[src/hdl/dwnld_settings.svh]
// ROM download settings
// image layout, memory sizes and SDRAM acknowledge latency shared by the
// download datapath, the control logic and the behavioral stores
`ifndef DWNLD_SETTINGS_SVH
`define DWNLD_SETTINGS_SVH

////////////////////////////////////////////////////////////
// image layout, byte addresses in the loader address space

// bytes dropped at the start of the stream
`define DWNLD_HEADER_LEN 16
// bank starts and PROM start are counted after the header
`define DWNLD_BA1_START 'h80
`define DWNLD_BA2_START 'h100
`define DWNLD_BA3_START 'h180
`define DWNLD_PROM_START 'h200
// 1 places even bytes on the upper lane instead of the lower one
`define DWNLD_SWAB 0

////////////////////////////////////////////////////////////
// memory sizes and timing

`define DWNLD_BANK_AW 6
`define DWNLD_PROM_AW 6
// cycles from prog_we rising to the acknowledge pulse
`define DWNLD_ACK_LAT 3

`endif

[src/hdl/dwnld_pkg.sv]
// ROM download types
// packed structs passed between the loader-facing datapath, the control
// logic and the SDRAM program store
`include "dwnld_settings.svh"

package dwnld_pkg;

    ////////////////////////////////////////////////////////////
    // loader side

    // one byte from the host loader as it appears on the ioctl bus
    typedef struct packed {
        logic [24:0] addr;
        logic [7:0]  data;
    } ioctl_beat_t;

    ////////////////////////////////////////////////////////////
    // decoded destination of a byte

    // header and prom are flags, the rest only matters for the flagged
    // destination (SDRAM when neither flag is set)
    typedef struct packed {
        logic                      header;
        logic                      prom;
        logic [1:0]                bank;
        // byte address relative to the start of the chosen bank
        logic [24:0]               rel_addr;
        // byte offset from the start of the PROM region
        logic [`DWNLD_PROM_AW-1:0] prom_addr;
    } region_t;

    ////////////////////////////////////////////////////////////
    // SDRAM programming request

    // the same byte sits on both lanes and the mask picks the one to write
    typedef struct packed {
        // 16-bit word address inside the bank
        logic [21:0] addr;
        logic [15:0] data;
        // active low, bit 1 guards data[15:8] and bit 0 guards data[7:0]
        logic [1:0]  mask;
        logic [1:0]  ba;
    } prog_req_t;

endpackage

[src/hdl/dwnld_region_decode.sv]
// ROM download address decoder
// strips the header from the loader address, picks the SDRAM bank from the
// fixed bank starts and flags bytes that belong to the PROM region
// purely combinational
`timescale 1ns/1ps
`include "dwnld_settings.svh"

module dwnld_region_decode (
    input  dwnld_pkg::ioctl_beat_t beat,
    output dwnld_pkg::region_t     region
);

    // all layout constants widened to the loader address width
    localparam logic [24:0] HEADER_LEN = 25'(`DWNLD_HEADER_LEN);
    localparam logic [24:0] BA1_START  = 25'(`DWNLD_BA1_START);
    localparam logic [24:0] BA2_START  = 25'(`DWNLD_BA2_START);
    localparam logic [24:0] BA3_START  = 25'(`DWNLD_BA3_START);
    localparam logic [24:0] PROM_START = 25'(`DWNLD_PROM_START);

    // address counted from the first byte after the header
    logic [24:0] part_addr;
    // start of the chosen bank
    logic [24:0] bank_offset;
    logic [1:0]  bank;
    // distance from the PROM start, only meaningful inside the PROM region
    logic [24:0] prom_offset;

    ////////////////////////////////////////////////////////////
    // header strip

    // header bytes wrap around here but are flagged and never written
    assign part_addr = beat.addr - HEADER_LEN;

    ////////////////////////////////////////////////////////////
    // bank select

    // compare from the highest start down so the last matching bank wins
    always_comb begin
        if (part_addr >= BA3_START) begin
            bank        = 2'd3;
            bank_offset = BA3_START;
        end else if (part_addr >= BA2_START) begin
            bank        = 2'd2;
            bank_offset = BA2_START;
        end else if (part_addr >= BA1_START) begin
            bank        = 2'd1;
            bank_offset = BA1_START;
        end else begin
            bank        = 2'd0;
            bank_offset = '0;
        end
    end

    assign prom_offset = part_addr - PROM_START;

    ////////////////////////////////////////////////////////////
    // region output

    always_comb begin
        region.header    = beat.addr < HEADER_LEN;
        region.prom      = part_addr >= PROM_START;
        region.bank      = bank;
        region.rel_addr  = part_addr - bank_offset;
        // the PROM is small, only the low offset bits address it
        region.prom_addr = prom_offset[`DWNLD_PROM_AW-1:0];
    end

endmodule

[config.mk]
export PLATFORM = sky130hd
export DESIGN_NAME = dwnld_region_decode
export DESIGN_NICKNAME = d
export VERILOG_FILES = /design/src/hdl/dwnld_pkg.sv /design/src/hdl/dwnld_region_decode.sv
export VERILOG_INCLUDE_DIRS = /design/src /design/src/hdl
export SDC_FILE = /design/constraint.sdc
export NUM_CORES = 1
export LEC_CHECK = 0
export ABC_AREA = 1
export BUFFER_PORTS_ARGS = -buffer_cell sky130_fd_sc_hd__buf_2
export CAP_MARGIN = 25
export CORE_MARGIN = 3
export CORE_UTILIZATION = 52
export DETAILED_ROUTE_END_ITERATION = 10
export PLACE_DENSITY_LB_ADDON = 0.25
export SLEW_MARGIN = 20
export SYNTH_ARGS = -nofsm -noshare
export SYNTH_HDL_FRONTEND = slang
export SYNTH_SLANG_ARGS = --single-unit
[constraint.sdc]
create_clock -name vclk -period 4.9
set_clock_uncertainty 0.2 [all_clocks]
set_input_delay 0 -clock vclk [all_inputs]
set_output_delay 0 -clock vclk [all_outputs]
set_load 0.05 [all_outputs]
==> summary.md <==
| Metric | Value |
|---|---|
| Switch Pwr | `0.126 mW` |
| Clock buffer count | `0` |
| Placed inst area | `0.00149 mm^2` |
| Antenna violations before repair | `0` |
| Slowest cell on the critical path | `ha_1` |
| WL final | `3.13 mm` |
| Max-slew violations | `0` |
| Mapped Avg Cell Area | `5.29 um^2` |
| Total power | `0.165 mW` |
| Ratio of cells with drive above 1 in the final layout | `0.288` |
| Cells after synthesis | `243` |
| Largest net degree at the start of global routing | `10` |
| Starting DRC count in detailed routing | `28` |
| Tightest Pin Transition | `972 ps` |
| # Post-CTS Setup Buffers | `0` |
| CP Capture Type | `primary output` |
| Core ar. | `0.00228 mm^2` |
| Status | `finished, final reports clean` |
| Maximum fanout along the worst path | `7` |
| Setup_tns | `0 ps` |
| Post-DRT Antenna Nets | `0` |
| RSZ-0062 raised after global routing | `no` |
| Critical path launch point type | `input pin` |
| Hold Crit Class | `in2out` |
| Register area share after synthesis | `0` |
| Initial Util | `0.565` |
| Synthesis-to-finish area growth | `18.7%` |
| Post-DP HPWL | `2.75 mm` |
| P per Cell Area | `108 mW/mm^2` |
| Final period util | `0.687` |
| Commonest non-fill, non-tap cell in the layout | `nand2_1` |
| Routed via count | `1511` |
| Initial DRT Pass Iterations | `5` |
| Die Ht | `55.7 um` |
| Syn nets | `280` |
| Min Tclk post-route | `3370 ps` |
| Most frequent cells in the layout | `nand2_1 (68), buf_2 (48), inv_1 (39)` |
| Post-layout instance area | `0.00153 mm^2` |
| Gp weighted congestion | `0.848` |
| Worst rel slew slack | `0.350` |
| Clock network power share | `0` |
| GR Util All Layers | `0.205` |
| Worst Path Arrival | `3170 ps` |
| Seq pwr share | `0` |
| Vias in the first global route | `1334` |
| Combinational fraction of design power | `1.000` |
| Final hold violation count | `0` |
| MaxCap Viol Count | `0` |
| Num sequential | `0` |
| PortBufs | `48` |
| Cell area after synthesis | `0.00128 mm^2` |
| Vias per cell | `4.83` |
| Yosys cell types | `23` |
| Nets | `324` |
| First-pass GRT wire length | `5.47 mm` |
| DRC viols | `0` |
| Sequential cell area | `0 um^2` |
| Peak per-stage delay on the critical path | `320 ps` |
| Int Power | `0.0394 mW` |
| Crit path kind | `in2out` |
| Switching Share | `0.761` |
| LEAKAGE | `0.808 nW` |
| Placement row count | `17` |
| FMAX | `297 MHz` |
| Worst hold slack | `204 ps` |
| Worst endpoint required time | `4700 ps` |
| Final setup viols | `0` |
| Die Width | `55.7 um` |
| N_diodes | `0` |
| Worst-path cell chain | `buf_2, inv_1, ha_1, nand2_4, nor2_4, nand2_1, nand2_1, nand2_2, nor2_1, nand2_2, nor2_2, inv_2, nor2_4, nand2_2, nor2_2, ha_1, a21oi_1, nand3_4, nor3_2, nand3_1, nand2_1, buf_2` |
| Die area | `0.00310 mm^2` |
| Worst vdd ir | `0.129 mV` |
| Pre-CTS setup slack | `1540 ps` |
| Yosys warns | `0` |
| DR WL/cell | `9.99 um` |
| Worst setup margin | `1530 ps` |
| I/O Pins | `68` |
| Grt ovf | `0` |
-- power by group through the flow --
stage / sequential (mW) / combinational [mW] / clock, mW
finish: 0 / 0.165 / 0
floorplan: 0 / 0.131 / 0
global route: 0 / 0.178 / 0
global placement: 0 / 0.147 / 0
CTS: 0 / 0.165 / 0
detailed placement: 0 / 0.149 / 0
-- per-layer routing --
metal	global-route usage	part of all wire
met5	0	0
met4	0.00694	0
met3	0.0162	0.067
met2	0.372	0.49
met1	0.274	0.44
-- cells in the mapped netlist --
master / n / area [um^2]
a21oi_1: 1 / 5.00
and2_1: 1 / 6.26
buf_4: 10 / 75.1
fa_1: 1 / 20.0
ha_1: 3 / 37.5
inv_1: 39 / 146
inv_2: 1 / 3.75
nand2_1: 68 / 255
nand2_2: 10 / 62.6
nand2_4: 2 / 22.5
nand3_1: 24 / 120
nand3_2: 1 / 10.0
nand3_4: 1 / 17.5
nand3b_1: 2 / 15.0
nand4_1: 6 / 37.5
nor2_1: 34 / 128
nor2_2: 10 / 62.6
nor2_4: 8 / 90.1
nor3_2: 1 / 10.0
o21ai_0: 2 / 10.0
o21ai_1: 2 / 10.0
xnor2_1: 2 / 17.5
xor2_1: 14 / 123
-- timing repair --
action                                 4_1_cts  5_1_grt
hold buffers                                 4        0
resized for setup                            0        0
endpoints found under the hold margin        8        0
setup endpoints to repair                    0        0
-- cell type report --
| cell class | instances | area, um^2 |
|---|---|---|
| Fill cell | 242 | 751 |
| Inverter | 40 | 150 |
| Multi-Input combinational cell | 193 | 1060 |
| Tap cell | 28 | 35.0 |
| Timing Repair Buffer | 52 | 280 |
-- critical path: cells and delay by family --
kind            cells  cell delay, ps
buf+inv             4             540
simple gates       15            1720
fa+ha+maj           2             580
compound gates      1             300
-- worst paths after layout --
check	from	to	depth (start not counted)
hold / removal	beat[14]	region[12]	3
setup / recovery	beat[12]	region[28]	22
-- logic make-up after synthesis --
kind of cell               after synthesis  synth area share
and+or+nand+nor                        168             0.651
buffers and inverters                   50             0.175
AOI/OAI and AO/OA                        5            0.0195
xor gates and xnor gates                16             0.109
adders and majority gates                4            0.0448
-- metrics by stage --
stage | cells | util
after floorplan | 243 | -
after global placement | 309 | 0.653
after detailed placement | 309 | 0.653
after CTS | 313 | 0.670
after global routing | 313 | 0.670
final | 313 | 0.670
Power figures use the tool's default switching activity.
