$ cat src/hdl/dwnld_settings.svh
// ROM download settings
// image layout, memory sizes and SDRAM acknowledge latency shared by the
// download datapath, the control logic and the behavioral stores
`ifndef DWNLD_SETTINGS_SVH
`define DWNLD_SETTINGS_SVH

////////////////////////////////////////////////////////////
// image layout, byte addresses in the loader address space

// bytes dropped at the start of the stream
`define DWNLD_HEADER_LEN 16
// bank starts and PROM start are counted after the header
`define DWNLD_BA1_START 'h80
`define DWNLD_BA2_START 'h100
`define DWNLD_BA3_START 'h180
`define DWNLD_PROM_START 'h200
// 1 places even bytes on the upper lane instead of the lower one
`define DWNLD_SWAB 0

////////////////////////////////////////////////////////////
// memory sizes and timing

`define DWNLD_BANK_AW 6
`define DWNLD_PROM_AW 6
// cycles from prog_we rising to the acknowledge pulse
`define DWNLD_ACK_LAT 3

`endif

$ cat src/hdl/dwnld_pkg.sv
// ROM download types
// packed structs passed between the loader-facing datapath, the control
// logic and the SDRAM program store
`include "dwnld_settings.svh"

package dwnld_pkg;

    ////////////////////////////////////////////////////////////
    // loader side

    // one byte from the host loader as it appears on the ioctl bus
    typedef struct packed {
        logic [24:0] addr;
        logic [7:0]  data;
    } ioctl_beat_t;

    ////////////////////////////////////////////////////////////
    // decoded destination of a byte

    // header and prom are flags, the rest only matters for the flagged
    // destination (SDRAM when neither flag is set)
    typedef struct packed {
        logic                      header;
        logic                      prom;
        logic [1:0]                bank;
        // byte address relative to the start of the chosen bank
        logic [24:0]               rel_addr;
        // byte offset from the start of the PROM region
        logic [`DWNLD_PROM_AW-1:0] prom_addr;
    } region_t;

    ////////////////////////////////////////////////////////////
    // SDRAM programming request

    // the same byte sits on both lanes and the mask picks the one to write
    typedef struct packed {
        // 16-bit word address inside the bank
        logic [21:0] addr;
        logic [15:0] data;
        // active low, bit 1 guards data[15:8] and bit 0 guards data[7:0]
        logic [1:0]  mask;
        logic [1:0]  ba;
    } prog_req_t;

endpackage

$ cat src/hdl/sdram_prog_store.sv
// SDRAM programming port model
// four banks of 16-bit words written through an active-low byte mask,
// acknowledged a fixed number of cycles after prog_we rises
// a combinational read-back port exposes the loaded image
`timescale 1ns/1ps
`include "dwnld_settings.svh"

module sdram_prog_store (
    input  logic                      clk,
    input  logic                      reset,
    input  dwnld_pkg::prog_req_t      req,
    input  logic                      prog_we,
    output logic                      sdram_ack,
    input  logic [1:0]                rd_ba,
    input  logic [`DWNLD_BANK_AW-1:0] rd_addr,
    output logic [15:0]               rd_data
);

    localparam int AW    = `DWNLD_BANK_AW;
    localparam int LAT   = `DWNLD_ACK_LAT;
    localparam int CNT_W = $clog2(LAT + 1);
    localparam int DEPTH = 4 * (2 ** AW);

    // bank number sits above the word address
    logic [15:0]      mem [0:DEPTH-1];
    logic [CNT_W-1:0] lat_cnt;
    // the cycle in which the write lands and the acknowledge is raised
    logic             wr_fire;
    logic [AW+1:0]    wr_index;

    assign wr_fire  = prog_we && !sdram_ack && (lat_cnt == CNT_W'(LAT - 1));
    assign wr_index = {req.ba, req.addr[AW-1:0]};

    ////////////////////////////////////////////////////////////
    // acknowledge timing

    // the count restarts after every acknowledge, so a prog_we that stays
    // high for a back-to-back request gets a full latency again
    always_ff @(posedge clk) begin
        if (reset) begin
            lat_cnt   <= '0;
            sdram_ack <= 1'b0;
        end else begin
            sdram_ack <= wr_fire;
            if (!prog_we || sdram_ack || wr_fire) begin
                lat_cnt <= '0;
            end else begin
                lat_cnt <= lat_cnt + 1'b1;
            end
        end
    end

    ////////////////////////////////////////////////////////////
    // storage

    // lanes with their mask bit at 0 are written
    always_ff @(posedge clk) begin
        if (wr_fire) begin
            if (!req.mask[1]) begin
                mem[wr_index][15:8] <= req.data[15:8];
            end
            if (!req.mask[0]) begin
                mem[wr_index][7:0] <= req.data[7:0];
            end
        end
    end

    // read-back for inspection of the image
    assign rd_data = mem[{rd_ba, rd_addr}];

    ////////////////////////////////////////////////////////////
    // request sanity

    // each loader byte belongs to one lane, so a request touching both
    // lanes means the control logic built the mask wrong
    a_single_lane: assert property (
        @(posedge clk) disable iff (reset)
        wr_fire |-> (req.mask != 2'b00)
    ) else $error("SDRAM write with both byte lanes enabled");

endmodule

$ cat config.mk
export PLATFORM = sky130hd
export DESIGN_NAME = sdram_prog_store
export DESIGN_NICKNAME = d
export VERILOG_FILES = /design/src/hdl/dwnld_pkg.sv /design/src/hdl/sdram_prog_store.sv
export VERILOG_INCLUDE_DIRS = /design/src /design/src/hdl
export SDC_FILE = /design/constraint.sdc
export NUM_CORES = 2
export LEC_CHECK = 0
export ABC_AREA = 1
export ABC_CLOCK_PERIOD_IN_PS = 5100
export BUFFER_PORTS_ARGS = -buffer_cell sky130_fd_sc_hd__buf_2
export CELL_PAD_IN_SITES_DETAIL_PLACEMENT = 0
export CELL_PAD_IN_SITES_GLOBAL_PLACEMENT = 1
export CORE_MARGIN = 5
export CORE_UTILIZATION = 40
export DETAILED_ROUTE_END_ITERATION = 8
export PLACE_DENSITY_LB_ADDON = 0.1
export SLEW_MARGIN = 0
export SYNTH_ARGS = -nofsm -noshare
export SYNTH_HDL_FRONTEND = slang
export SYNTH_SLANG_ARGS = --single-unit
$ cat constraint.sdc
create_clock -name clk -period 5.1 [get_ports clk]
set_input_delay 1.02 -clock clk [delete_from_list [all_inputs] [get_ports clk]]
set_output_delay 1.02 -clock clk [all_outputs]
set_load 0.02 [all_outputs]
==> results.toml <==
[status]
status = "completed"

[sta]
maxSlewViolCount = 0
timing.hold.ws_ps = 188
max_slew.worst_pin.slew_ps = 1430
setup_tns_ps = 0
max_freq_ghz = 0.198
period_share_pct = 99.3
fin_crit_ps = 5060
slew-limit-headroom_pct = 3.82
setup_violations = 0
finalHoldViolCount = 0
fin_skew_ps = 60.9

[setup_path]
slowest_stage = "nand3_1"
path_delay_family = "simple AND/OR/NAND/NOR gates"
max_stage_delay_ps = 330
path_class = "input pin to output port"
arrival_ps = 4040
crit_path_max_fanout = 40
required_ps = 4080
r2r_slack_ps = 1810
crit_path_end_kind = "output port"
cp-start-kind = "input pin"
cp_num_buf_inv = 5
crit_chain = "buf_12, buf_12, buf_12, buf_12, nand2_1, nand3_1, nand3_1, nand3_1, nand3_1, nand3_1, nand3_1, nand2_1, nand2_1, nand2_1, buf_2"
crit_top_cell = "nand3_1"

[grt]
antenna_found_initial = 22
grt_overflow = 0
met2_usage_pct = 37.9
grt_max_degree = 125
grt_use_met1_pct = 33.6
grt_first_pass_wirelength_um = 753000
top_usage_layer = "met2"
grt_pass1_vias = 107000
grt_util_all_layers_pct = 23.5
use_met3_pct = 3.31

[logic_synthesis]
syn-mean-instance-area_um2 = 12.0
syn_area_um2 = 167000
synth_nets = 14000
synth_common_cells = "nand2_1, edfxtp_1, nand3_1"
yosysUniqueCellTypes = 17
async_flop_share_pct = 0
yosysSeqAreaShare_pct = 73.6
synth_warnings = 0
synth-seq-cells = 4099
ys_top_cells_by_area = "edfxtp_1, nand3_1, nand2_1"
ys_dominant_reg_cell = "edfxtp_1"
synth_largest_area_cell = "edfxtp_1"
synthCells = 14000
post-synth-top-count-cell = "nand2_1"
synth_top_area_share_pct = 73.5
synth_edf_count = 4096

[final_layout]
nNetsFinal = 14100
area.growth.synth_to_final_pct = 14.4
seq_area_um2 = 123000
postLayoutCoreUtil_pct = 46.0
fill_cells = 37300
drive_gt1_share_pct = 10.1
layout.cells.non_filler = 20000
multi_input_area_um2 = 38900

[routing]
drt-total-wl_um = 523000
drc = 0
first_iter_violations = 10600
first_pass_iters = 6
drt-vias-per-instance = 5.48
routedWlPerCell_um = 26.1
postRouteAntennaNets = 0
num_vias = 110000

[placement]
globalplace.congestion = 0.823
dp_cells = 19100
place_hpwl_um = 307000
port_buffers = 53

[pwr]
powerDensity_nw_per_um2 = 387
combPwrFrac_pct = 6.4
irDropWorstVdd_v = 0.000300
switching_share_pct = 22.8
power.internal_mw = 57.2
p_sw_mw = 16.9
p_seq_share_pct = 50.0
clockPowerShare_pct = 43.6
p_leak_nw = 66.4

[job]
maxCapViolations = 0

[die]
placementRows = 237
ioPinCount = 70
dieArea_um2 = 431000
core-area_um2 = 417000
die_h_um = 657
start_util_pct = 40.2
die_w_um = 657

[cts]
cts-resized-gates = 0
root_buffer = "clkbuf_16"
clkSinkCount = 4099
cts_setup_buffers = 0
numCtsBuffers = 443
clk_latency_ps = 1000
cts_hold_buf = 0
clk_pin_slew_ps = 60
cts_tree = "built"
htreeDepth = 5
clk_path_buf_depth = 4

[min_path]
holdCritPathClass = "input pin to flip-flop"
## cell families after synthesis
| logic type | share of synthesized area (%) |
|---|---|
| adder cells (fa/ha/maj) | 0.00748 |
| buffers and inverters | 3.34 |
| flip-flops | 73.6 |
| AND/OR/NAND/NOR | 23.1 |
## worst paths after layout
kind	endpoint	startpoint	depth (start not counted)
worst max-delay path	rd_data[4]	rd_addr[0]	15
worst min-delay path	sdram_ack$_SDFF_PP0_	reset	2
worst max register to register	mem[225][0]$_DFFE_PP_	lat_cnt[0]$_SDFF_PP0_	6
worst min register to register	lat_cnt[0]$_SDFF_PP0_	lat_cnt[0]$_SDFF_PP0_	1
## cells in the final DEF, fill, tap and decap left out, types with 19 or more instances in the layout
| master | n |
|---|---|
| clkbuf_16 | 451 |
| buf_12 | 171 |
| clkinv_1 | 108 |
| buf_2 | 36 |
| nand3_1 | 4024 |
| clkinv_2 | 104 |
| nand2_1 | 4185 |
| bufinv_16 | 56 |
| buf_8 | 19 |
| nor3_1 | 496 |
| clkbuf_1 | 76 |
| edfxtp_1 | 4096 |
| diode_2 | 20 |
| buf_4 | 520 |
## per-stage QoR
step / power, mW / setup WS (ps) / area (um^2)
after floorplan: 40.1 / 1720 / 167000
after global placement: 42.5 / 10.5 / 177000
after detailed placement: 42.5 / 41.8 / 177000
after CTS: 74.7 / 34.3 / 191000
after global routing: 76.5 / -2.15 / 191000
final: 74.0 / 37.5 / 191000
## final cells by class
class | instances | area share (%)
Tap cell | 5497 | 3.59
Antenna cell | 20 | 0.0261
Sequential cell | 4099 | 64.3
Clock buffer | 526 | 6.03
Clock inverter | 303 | 1.55
Multi-Input combinational cell | 8778 | 20.3
Timing Repair Buffer | 751 | 4.11
Inverter | 22 | 0.0712
## worst reg2reg max path: cells and delay by family (launching register included)
family / cells / cell delay [ps]
buffers and inverters: 2 / 470
flip-flops: 1 / 310
adder cells (fa/ha/maj): 1 / 160
AND/OR/NAND/NOR: 3 / 1910
## flip-flops by register name, summed over array words and instances, names as in the netlist
register,cells
mem,4096
sdram_ack,1
lat_cnt,2
## metal layers
metal,vias to the layer above,share of wire [%]
li1,50500,-
met1,55000,44
met2,3466,47
met3,649,6.1
met4,0,2.7
met5,-,0
## power groups by stage
stage	Sequential [mW]	Combinational, mW	Clock (mW)
after floorplan	37.8	2.32	0
after global placement	37.8	4.70	0
after detailed placement	37.8	4.73	0
after CTS	37.1	4.74	32.9
after global routing	37.0	5.08	34.4
final	37.1	4.72	32.3
(Power assumes the default switching activity.)
