$ cat config.mk
export PLATFORM = sky130hd
export DESIGN_NAME = dwnld_ctrl
export DESIGN_NICKNAME = d
export VERILOG_FILES = /design/src/hdl/dwnld_pkg.sv /design/src/hdl/dwnld_ctrl.sv
export VERILOG_INCLUDE_DIRS = /design/src /design/src/hdl
export SDC_FILE = /design/constraint.sdc
export NUM_CORES = 1
export LEC_CHECK = 0
export BUFFER_PORTS_ARGS = -buffer_cell sky130_fd_sc_hd__clkbuf_2
export CAP_MARGIN = 20
export CELL_PAD_IN_SITES_DETAIL_PLACEMENT = 1
export CELL_PAD_IN_SITES_GLOBAL_PLACEMENT = 1
export CORE_ASPECT_RATIO = 0.7
export CORE_UTILIZATION = 31
export DETAILED_ROUTE_END_ITERATION = 8
export PLACE_DENSITY = 0.86
export SETUP_SLACK_MARGIN = 0.1
export SYNTH_ARGS = -nofsm -noshare
export SYNTH_HDL_FRONTEND = slang
export SYNTH_SLANG_ARGS = --single-unit
$ cat constraint.sdc
create_clock -name clk -period 5.3 [get_ports clk]
set_input_delay 0.53 -clock clk [delete_from_list [all_inputs] [get_ports clk]]
set_output_delay 0.53 -clock clk [all_outputs]
set_load 0.05 [all_outputs]
$ cat src/hdl/dwnld_settings.svh
// ROM download settings
// image layout, memory sizes and SDRAM acknowledge latency shared by the
// download datapath, the control logic and the behavioral stores
`ifndef DWNLD_SETTINGS_SVH
`define DWNLD_SETTINGS_SVH

////////////////////////////////////////////////////////////
// image layout, byte addresses in the loader address space

// bytes dropped at the start of the stream
`define DWNLD_HEADER_LEN 16
// bank starts and PROM start are counted after the header
`define DWNLD_BA1_START 'h80
`define DWNLD_BA2_START 'h100
`define DWNLD_BA3_START 'h180
`define DWNLD_PROM_START 'h200
// 1 places even bytes on the upper lane instead of the lower one
`define DWNLD_SWAB 0

////////////////////////////////////////////////////////////
// memory sizes and timing

`define DWNLD_BANK_AW 6
`define DWNLD_PROM_AW 6
// cycles from prog_we rising to the acknowledge pulse
`define DWNLD_ACK_LAT 3

`endif

$ cat src/hdl/dwnld_pkg.sv
// ROM download types
// packed structs passed between the loader-facing datapath, the control
// logic and the SDRAM program store
`include "dwnld_settings.svh"

package dwnld_pkg;

    ////////////////////////////////////////////////////////////
    // loader side

    // one byte from the host loader as it appears on the ioctl bus
    typedef struct packed {
        logic [24:0] addr;
        logic [7:0]  data;
    } ioctl_beat_t;

    ////////////////////////////////////////////////////////////
    // decoded destination of a byte

    // header and prom are flags, the rest only matters for the flagged
    // destination (SDRAM when neither flag is set)
    typedef struct packed {
        logic                      header;
        logic                      prom;
        logic [1:0]                bank;
        // byte address relative to the start of the chosen bank
        logic [24:0]               rel_addr;
        // byte offset from the start of the PROM region
        logic [`DWNLD_PROM_AW-1:0] prom_addr;
    } region_t;

    ////////////////////////////////////////////////////////////
    // SDRAM programming request

    // the same byte sits on both lanes and the mask picks the one to write
    typedef struct packed {
        // 16-bit word address inside the bank
        logic [21:0] addr;
        logic [15:0] data;
        // active low, bit 1 guards data[15:8] and bit 0 guards data[7:0]
        logic [1:0]  mask;
        logic [1:0]  ba;
    } prog_req_t;

endpackage

$ cat src/hdl/dwnld_ctrl.sv
// ROM download control
// samples loader strobes, routes each byte to the PROM or to SDRAM, builds
// the 16-bit program request and holds prog_we until the memory answers
`timescale 1ns/1ps
`include "dwnld_settings.svh"

module dwnld_ctrl (
    input  logic                      clk,
    input  logic                      reset,
    input  logic                      downloading,
    input  logic                      ioctl_wr,
    input  dwnld_pkg::ioctl_beat_t    beat,
    input  dwnld_pkg::region_t        region,
    input  logic                      sdram_ack,
    output dwnld_pkg::prog_req_t      req,
    output logic                      prog_we,
    output logic [`DWNLD_PROM_AW-1:0] prom_addr,
    output logic [7:0]                prom_data,
    output logic                      prom_we
);

    localparam logic SWAB = 1'(`DWNLD_SWAB);

    // a strobe that actually carries image data
    logic accept;
    // lane that the current byte lands on, 1 is data[15:8]
    logic upper_lane;

    assign accept     = ioctl_wr && downloading && !region.header;
    assign upper_lane = region.rel_addr[0] ^ SWAB;

    ////////////////////////////////////////////////////////////
    // payload registers

    // only loaded on an accepted beat, the enables tell when they are valid
    always_ff @(posedge clk) begin
        if (accept) begin
            if (region.prom) begin
                prom_addr <= region.prom_addr;
                prom_data <= beat.data;
            end else begin
                // two consecutive bytes share one 16-bit word
                req.addr <= region.rel_addr[22:1];
                req.data <= {2{beat.data}};
                req.mask <= upper_lane ? 2'b01 : 2'b10;
                req.ba   <= region.bank;
            end
        end
    end

    ////////////////////////////////////////////////////////////
    // write enables

    always_ff @(posedge clk) begin
        if (reset) begin
            prog_we <= 1'b0;
            prom_we <= 1'b0;
        end else if (accept) begin
            // a new beat always takes over from whatever was pending
            prog_we <= !region.prom;
            prom_we <= region.prom;
        end else begin
            // prog_we waits for the memory, prom_we only for the end
            // of the download
            if (!downloading || sdram_ack) begin
                prog_we <= 1'b0;
            end
            if (!downloading) begin
                prom_we <= 1'b0;
            end
        end
    end

    ////////////////////////////////////////////////////////////
    // loader spacing

    // the loader has no stall, so a strobe may only show up once the
    // pending SDRAM write has been acknowledged (the ack cycle itself is fine)
    a_no_strobe_pending: assert property (
        @(posedge clk) disable iff (reset)
        (ioctl_wr && downloading) |-> (!prog_we || sdram_ack)
    ) else $error("ioctl strobe while an SDRAM write is still pending");

endmodule

==> results.py, run 1 <==
metrics = {
    "run_status": {
        "status": "finished clean",
    },
    "route": {
        "via_per_inst": 4.03,
        "drt-pass1-iter-count": 4,
        "num_vias": 968,
        "drc_errors": 0,
        "antenna_left": 0,
        "wl_per_cell_um": 13.3,
        "met3_length_um": 301,
        "highest_layer": "met4",
        "wirelength_mm": 3.18,
        "wl_met1_mm": 1.32,
        "drt_iter0_markers": 10,
        "wl_met2_mm": 1.55,
    },
    "worst_setup_path": {
        "timing.rr.end": "prog_we",
        "cp_max_fo": 34,
        "timing.rr.start": "prog_we",
        "r2r_slack_ps": 4430,
        "critical_path_required_ps": 5220,
        "crit_arrival_ps": 1630,
        "ff2ff_path_depth": 3,
        "crit_type": "in2reg",
        "critPathCaptureType": "flop",
        "critPathLaunchType": "input pin",
    },
    "finish": {
        "nFillCells": 509,
        "final_nets": 243,
        "mostFrequentLayoutCell": "clkbuf_2",
        "final_cell_mix": "clkbuf_2, edfxtp_1, clkbuf_8",
        "antenna-diode-count": 0,
        "final_util_pct": 46.4,
        "layout-drive-gt1-share_pct": 66.7,
        "syn_to_final_growth_pct": 40.3,
    },
    "power_and_ir_drop": {
        "power_density_nw_per_um2": 345,
        "leakagePower_nw": 0.970,
        "ir_drop_v": 0.000113,
    },
    "min_path": {
        "hp-class": "in2reg",
        "hp-start": "region[19]",
        "hold-path-endpoint": "req[32]",
        "hold_depth": 1,
    },
    "cts": {
        "cts_resized": 0,
        "htree_levels": 2,
        "hold_buffers": 0,
        "cts.sinks": 50,
        "clk_pin_slew_ps": 80,
        "cts_tree": "built",
        "clock_latency_ps": 290,
        "cts_root_buf": "clkbuf_8",
        "cts_buffers": 5,
        "post_cts_buffers": 0,
        "clock_path_buffers": 2,
    },
    "floorplan": {
        "core-area_um2": 4910,
        "rows": 21,
        "dieArea_um2": 5540,
        "start_util_pct": 33.1,
        "die_height_um": 62.6,
        "ios": 131,
        "dieWidth_um": 88.5,
    },
    "synth": {
        "synthesis.nets": 141,
        "yosys_warnings": 0,
        "ys_seq_elements": 50,
        "syn_area_per_cell_um2": 23.9,
        "ys_seq_area_share_pct": 91.1,
        "synth_cell_types": 13,
        "synth_area_um2": 1630,
        "netlist_instances": 68,
    },
    "timing": {
        "setup_tns_ps": 0,
        "setup_viol": 0,
        "finalClockSkew_ps": 0,
        "fmax_ghz": 0.583,
        "slew_headroom_pct": 38.5,
        "hold_violations": 0,
        "worst_pin_slew_ps": 920,
        "fin_crit_sh_pct": 32.4,
        "drv_slew": 0,
        "grt_setup_unrepaired": "false",
        "period_needed_ps": 1720,
    },
    "placed_design": {
        "dpl.hpwl_mm": 2.48,
        "place.port_buffers": 103,
        "place.gp.congestion": 0.657,
    },
    "grt": {
        "grt_pass1_vias": 1021,
        "grt_pass1_wl_mm": 4.66,
        "track_usage_pct": 11.6,
        "antenna_found_initial": 0,
        "overflow": 0,
        "grt_max_degree": 35,
    },
    "job": {
        "drv_cap": 0,
    },
}
## worst max path at each step
stage / endpoint / cells after the start / startpoint / slack, ps
6_report: req[36] / 4 / region[34] / 3580
5_1_grt: req[12] / 4 / region[34] / 3480
4_1_cts: req[23] / 4 / region[34] / 3560
3_5_place_dp: req[23] / 4 / region[34] / 3230
3_3_place_gp: req[33] / 4 / ioctl_wr / 3290
2_1_floorplan: req[0] / 3 / ioctl_wr / 2670
## Yosys cell counts (all sizes together)
cell / instances / area share (%)
and3: 1 / 0.46
edfxtp: 48 / 89
mux2i: 1 / 0.62
mux2: 1 / 0.92
nand2b: 1 / 0.39
inv: 1 / 0.23
nor2b: 1 / 0.85
buf: 8 / 3.7
nor3b: 2 / 1.2
dfxtp: 2 / 2.5
nor2: 1 / 0.23
nand2: 1 / 0.23
## routing by layer
layer  vias to the layer above  global-route usage, %
met1                       446                   12.6
met5                         -                      0
met3                         2                   5.28
met2                        66                   19.8
li1                        454                      -
met4                         0                   4.23
## cells by family (layout without fill, tap and decap cells)
kind of cell	count (synthesis)	in the layout	synth area share [%]
and+or+nand+nor	7	7	3.39
buffers and inverters	9	112	3.93
muxes	2	2	1.54
DFF	50	50	91.1
## final cells by class
type / instances / area, µm² / share of cell area (%)
sequential: 50 / 1480 / 64.9
timing repair buffer: 103 / 515 / 22.6
inverter: 1 / 3.75 / 0.165
multi-input combinational: 9 / 87.6 / 3.84
clock buffer: 7 / 76.3 / 3.35
tap: 69 / 86.3 / 3.78
clock inverter: 1 / 30.0 / 1.32
## worst max-delay path, cell delays in order
cell	delay, ps
clkbuf_2	100
nor2b_4	160
nand2_1	110
nor2_4	700
## state kept, by name, indices dropped and copies added (netlist names)
register / count
prom_addr: 6
prog_we: 1
prom_we: 1
req: 34
prom_data: 8
## metrics by stage
stage	hold slack (ps)	std cells	area, µm²	total power, mW	worst slack, ps
after floorplan	599	68	1630	0.514	2670
after global placement	514	232	2170	0.540	3290
after detailed placement	526	232	2170	0.543	3230
after CTS	392	240	2280	0.800	3560
after global routing	386	240	2280	0.816	3480
final	410	240	2280	0.787	3580
## report_power, final
part / switching [mW] / leakage (nW) / internal, mW
clock: 0.113 / 0.0524 / 0.141
combinational: 0.0618 / 0.465 / 0.0221
sequential: 0.00356 / 0.452 / 0.446
total: 0.178 / 0.970 / 0.609
Power figures use the tool's default switching activity.
==> run 2: changes to the inputs <==
- CORE_UTILIZATION: 31 -> 26
- PLACE_DENSITY: 0.86 -> 0.77
- clock period: 5.3 -> 1.4 ns (I/O delays scaled with it)
==> run 2 against run 1 <==
  * Total power rose to 3.5 times the previous value
  * Routed wire length up 4.7%
  * Die area rose by 19%
  * Critical path depth down 3
  * First-iteration DRC count shrank 30%
  * Core utilization decreased by 7.2 points
  * Via count up 0.93%
  * Count of clock-buffer cells in the layout unchanged
  * Sequential share of layout area is 0.57 points lower
  * Critical endpoint is now req[10]
  * Largest power group unchanged
==> results.py, run 2 (synthesis results as in run 1) <==
metrics = {
    "worst_setup_path": {
        "crit_chain": "clkbuf_2",
        "crit_arrival_ps": 960,
        "crit_path_max_incr_delay_ps": 410,
        "cp_slowest_cell": "edfxtp_1",
        "critPathLaunchType": "flop",
        "crit_type": "reg2out",
        "crit_buf_inv": 1,
        "critical_path_required_ps": 1260,
        "crit_family": "flip-flops",
        "critPathCaptureType": "output port",
        "cp_max_fo": 2,
    },
    "finish": {
        "largest_reg_flops": 34,
        "fin_cells": 247,
        "regMostFlops": "req",
        "reg_top3": "req x34, prom_data x8, prom_addr x6",
        "layout-drive-gt1-share_pct": 67.4,
        "final_cell_mix": "clkbuf_2, edfxtp_1, clkbuf_8",
        "final_nets": 245,
        "mostFrequentLayoutCell": "clkbuf_2",
        "syn_to_final_growth_pct": 41.6,
        "nFillCells": 631,
        "antenna-diode-count": 0,
    },
    "timing": {
        "worst_pin_slew_ps": 340,
        "slew_headroom_pct": 77.3,
        "setup_tns_ps": 0,
        "hold_violations": 0,
        "grt_setup_unrepaired": "false",
        "setup_viol": 0,
        "fmax_ghz": 0.912,
        "finalClockSkew_ps": 0,
        "holdWs_ps": 24.6,
        "drv_slew": 0,
        "fin_crit_sh_pct": 78.3,
        "period_needed_ps": 1100,
    },
    "floorplan": {
        "ios": 131,
        "dieArea_um2": 6580,
        "die_height_um": 68.2,
        "core-area_um2": 5870,
        "start_util_pct": 27.7,
        "dieWidth_um": 96.5,
        "rows": 23,
    },
    "power_and_ir_drop": {
        "ir_drop_v": 0.000434,
        "leakagePower_nw": 0.973,
        "power_density_nw_per_um2": 1210,
    },
    "run_status": {
        "status": "finished clean",
    },
    "route": {
        "drt-pass1-iter-count": 2,
        "wirelength_mm": 3.33,
        "num_vias": 977,
        "antenna_left": 0,
        "drc_errors": 0,
        "drt_iter0_markers": 7,
        "wl_per_cell_um": 13.5,
        "via_per_inst": 3.96,
    },
    "cts": {
        "clock_path_buffers": 2,
        "cts_resized": 0,
        "post_cts_buffers": 0,
        "clk_pin_slew_ps": 80,
        "hold_buffers": 0,
        "cts_root_buf": "clkbuf_8",
        "cts_tree": "built",
        "cts_buffers": 5,
        "clock_latency_ps": 280,
        "htree_levels": 2,
        "cts.sinks": 50,
    },
    "job": {
        "drv_cap": 0,
    },
    "grt": {
        "overflow": 0,
        "grt_pass1_vias": 1034,
        "grt_pass1_wl_mm": 4.85,
        "antenna_found_initial": 0,
        "track_usage_pct": 10.2,
        "grt_max_degree": 18,
    },
    "min_path": {
        "hp-class": "in2reg",
    },
    "placed_design": {
        "dp_cells": 240,
        "place.gp.congestion": 0.668,
        "place.port_buffers": 103,
    },
}
## run 2: changes by cell type in the layout (fill, tap and decap cells not counted)
| cell | change |
|---|---|
| buf_12 | +2 |
| bufinv_16 | -1 |
| nand2_1 | -1 |
| nand2_2 | +1 |
## run 2: path summary, 6_finish.rpt
kind,slack (ps),start,cells after the start,endpoint
min reg2reg,550,prom_we,2,prom_we
max,300,req[18],1,req[10]
max reg2reg,520,prog_we,3,prog_we
min,20,region[10],1,req[23]
## run 2: cell type report
cell class | instances | area (µm²) | share of cell area, %
multi-input combinational | 9 | 90.1 | 3.92
tap | 75 | 93.8 | 4.08
timing repair buffer | 105 | 556 | 24.1
inverter | 1 | 3.75 | 0.163
sequential | 50 | 1480 | 64.4
clock buffer | 7 | 76.3 | 3.32
## run 2: power by group
part           switching [mW]  internal [mW]
registers              0.0137           1.69
logic                   0.236         0.0896
clock network           0.411          0.345
## run 2: through the flow
step           power [mW]  util [%]  worst slack (ps)  cell area (µm²)
6_report             2.78      39.2               303             2300
5_1_grt              2.91      39.2               252             2300
4_1_cts              2.83      39.2               273             2300
3_5_place_dp         2.07      37.9               196             2220
3_3_place_gp         2.06      37.9               203             2220
2_1_floorplan        1.95         -              98.3             1640
## run 2: layer usage
metal	global-route usage, %	wire length, µm
met1	12.0	1410
met2	16.9	1580
met4	2.76	0
met5	0	0
met3	5.00	346
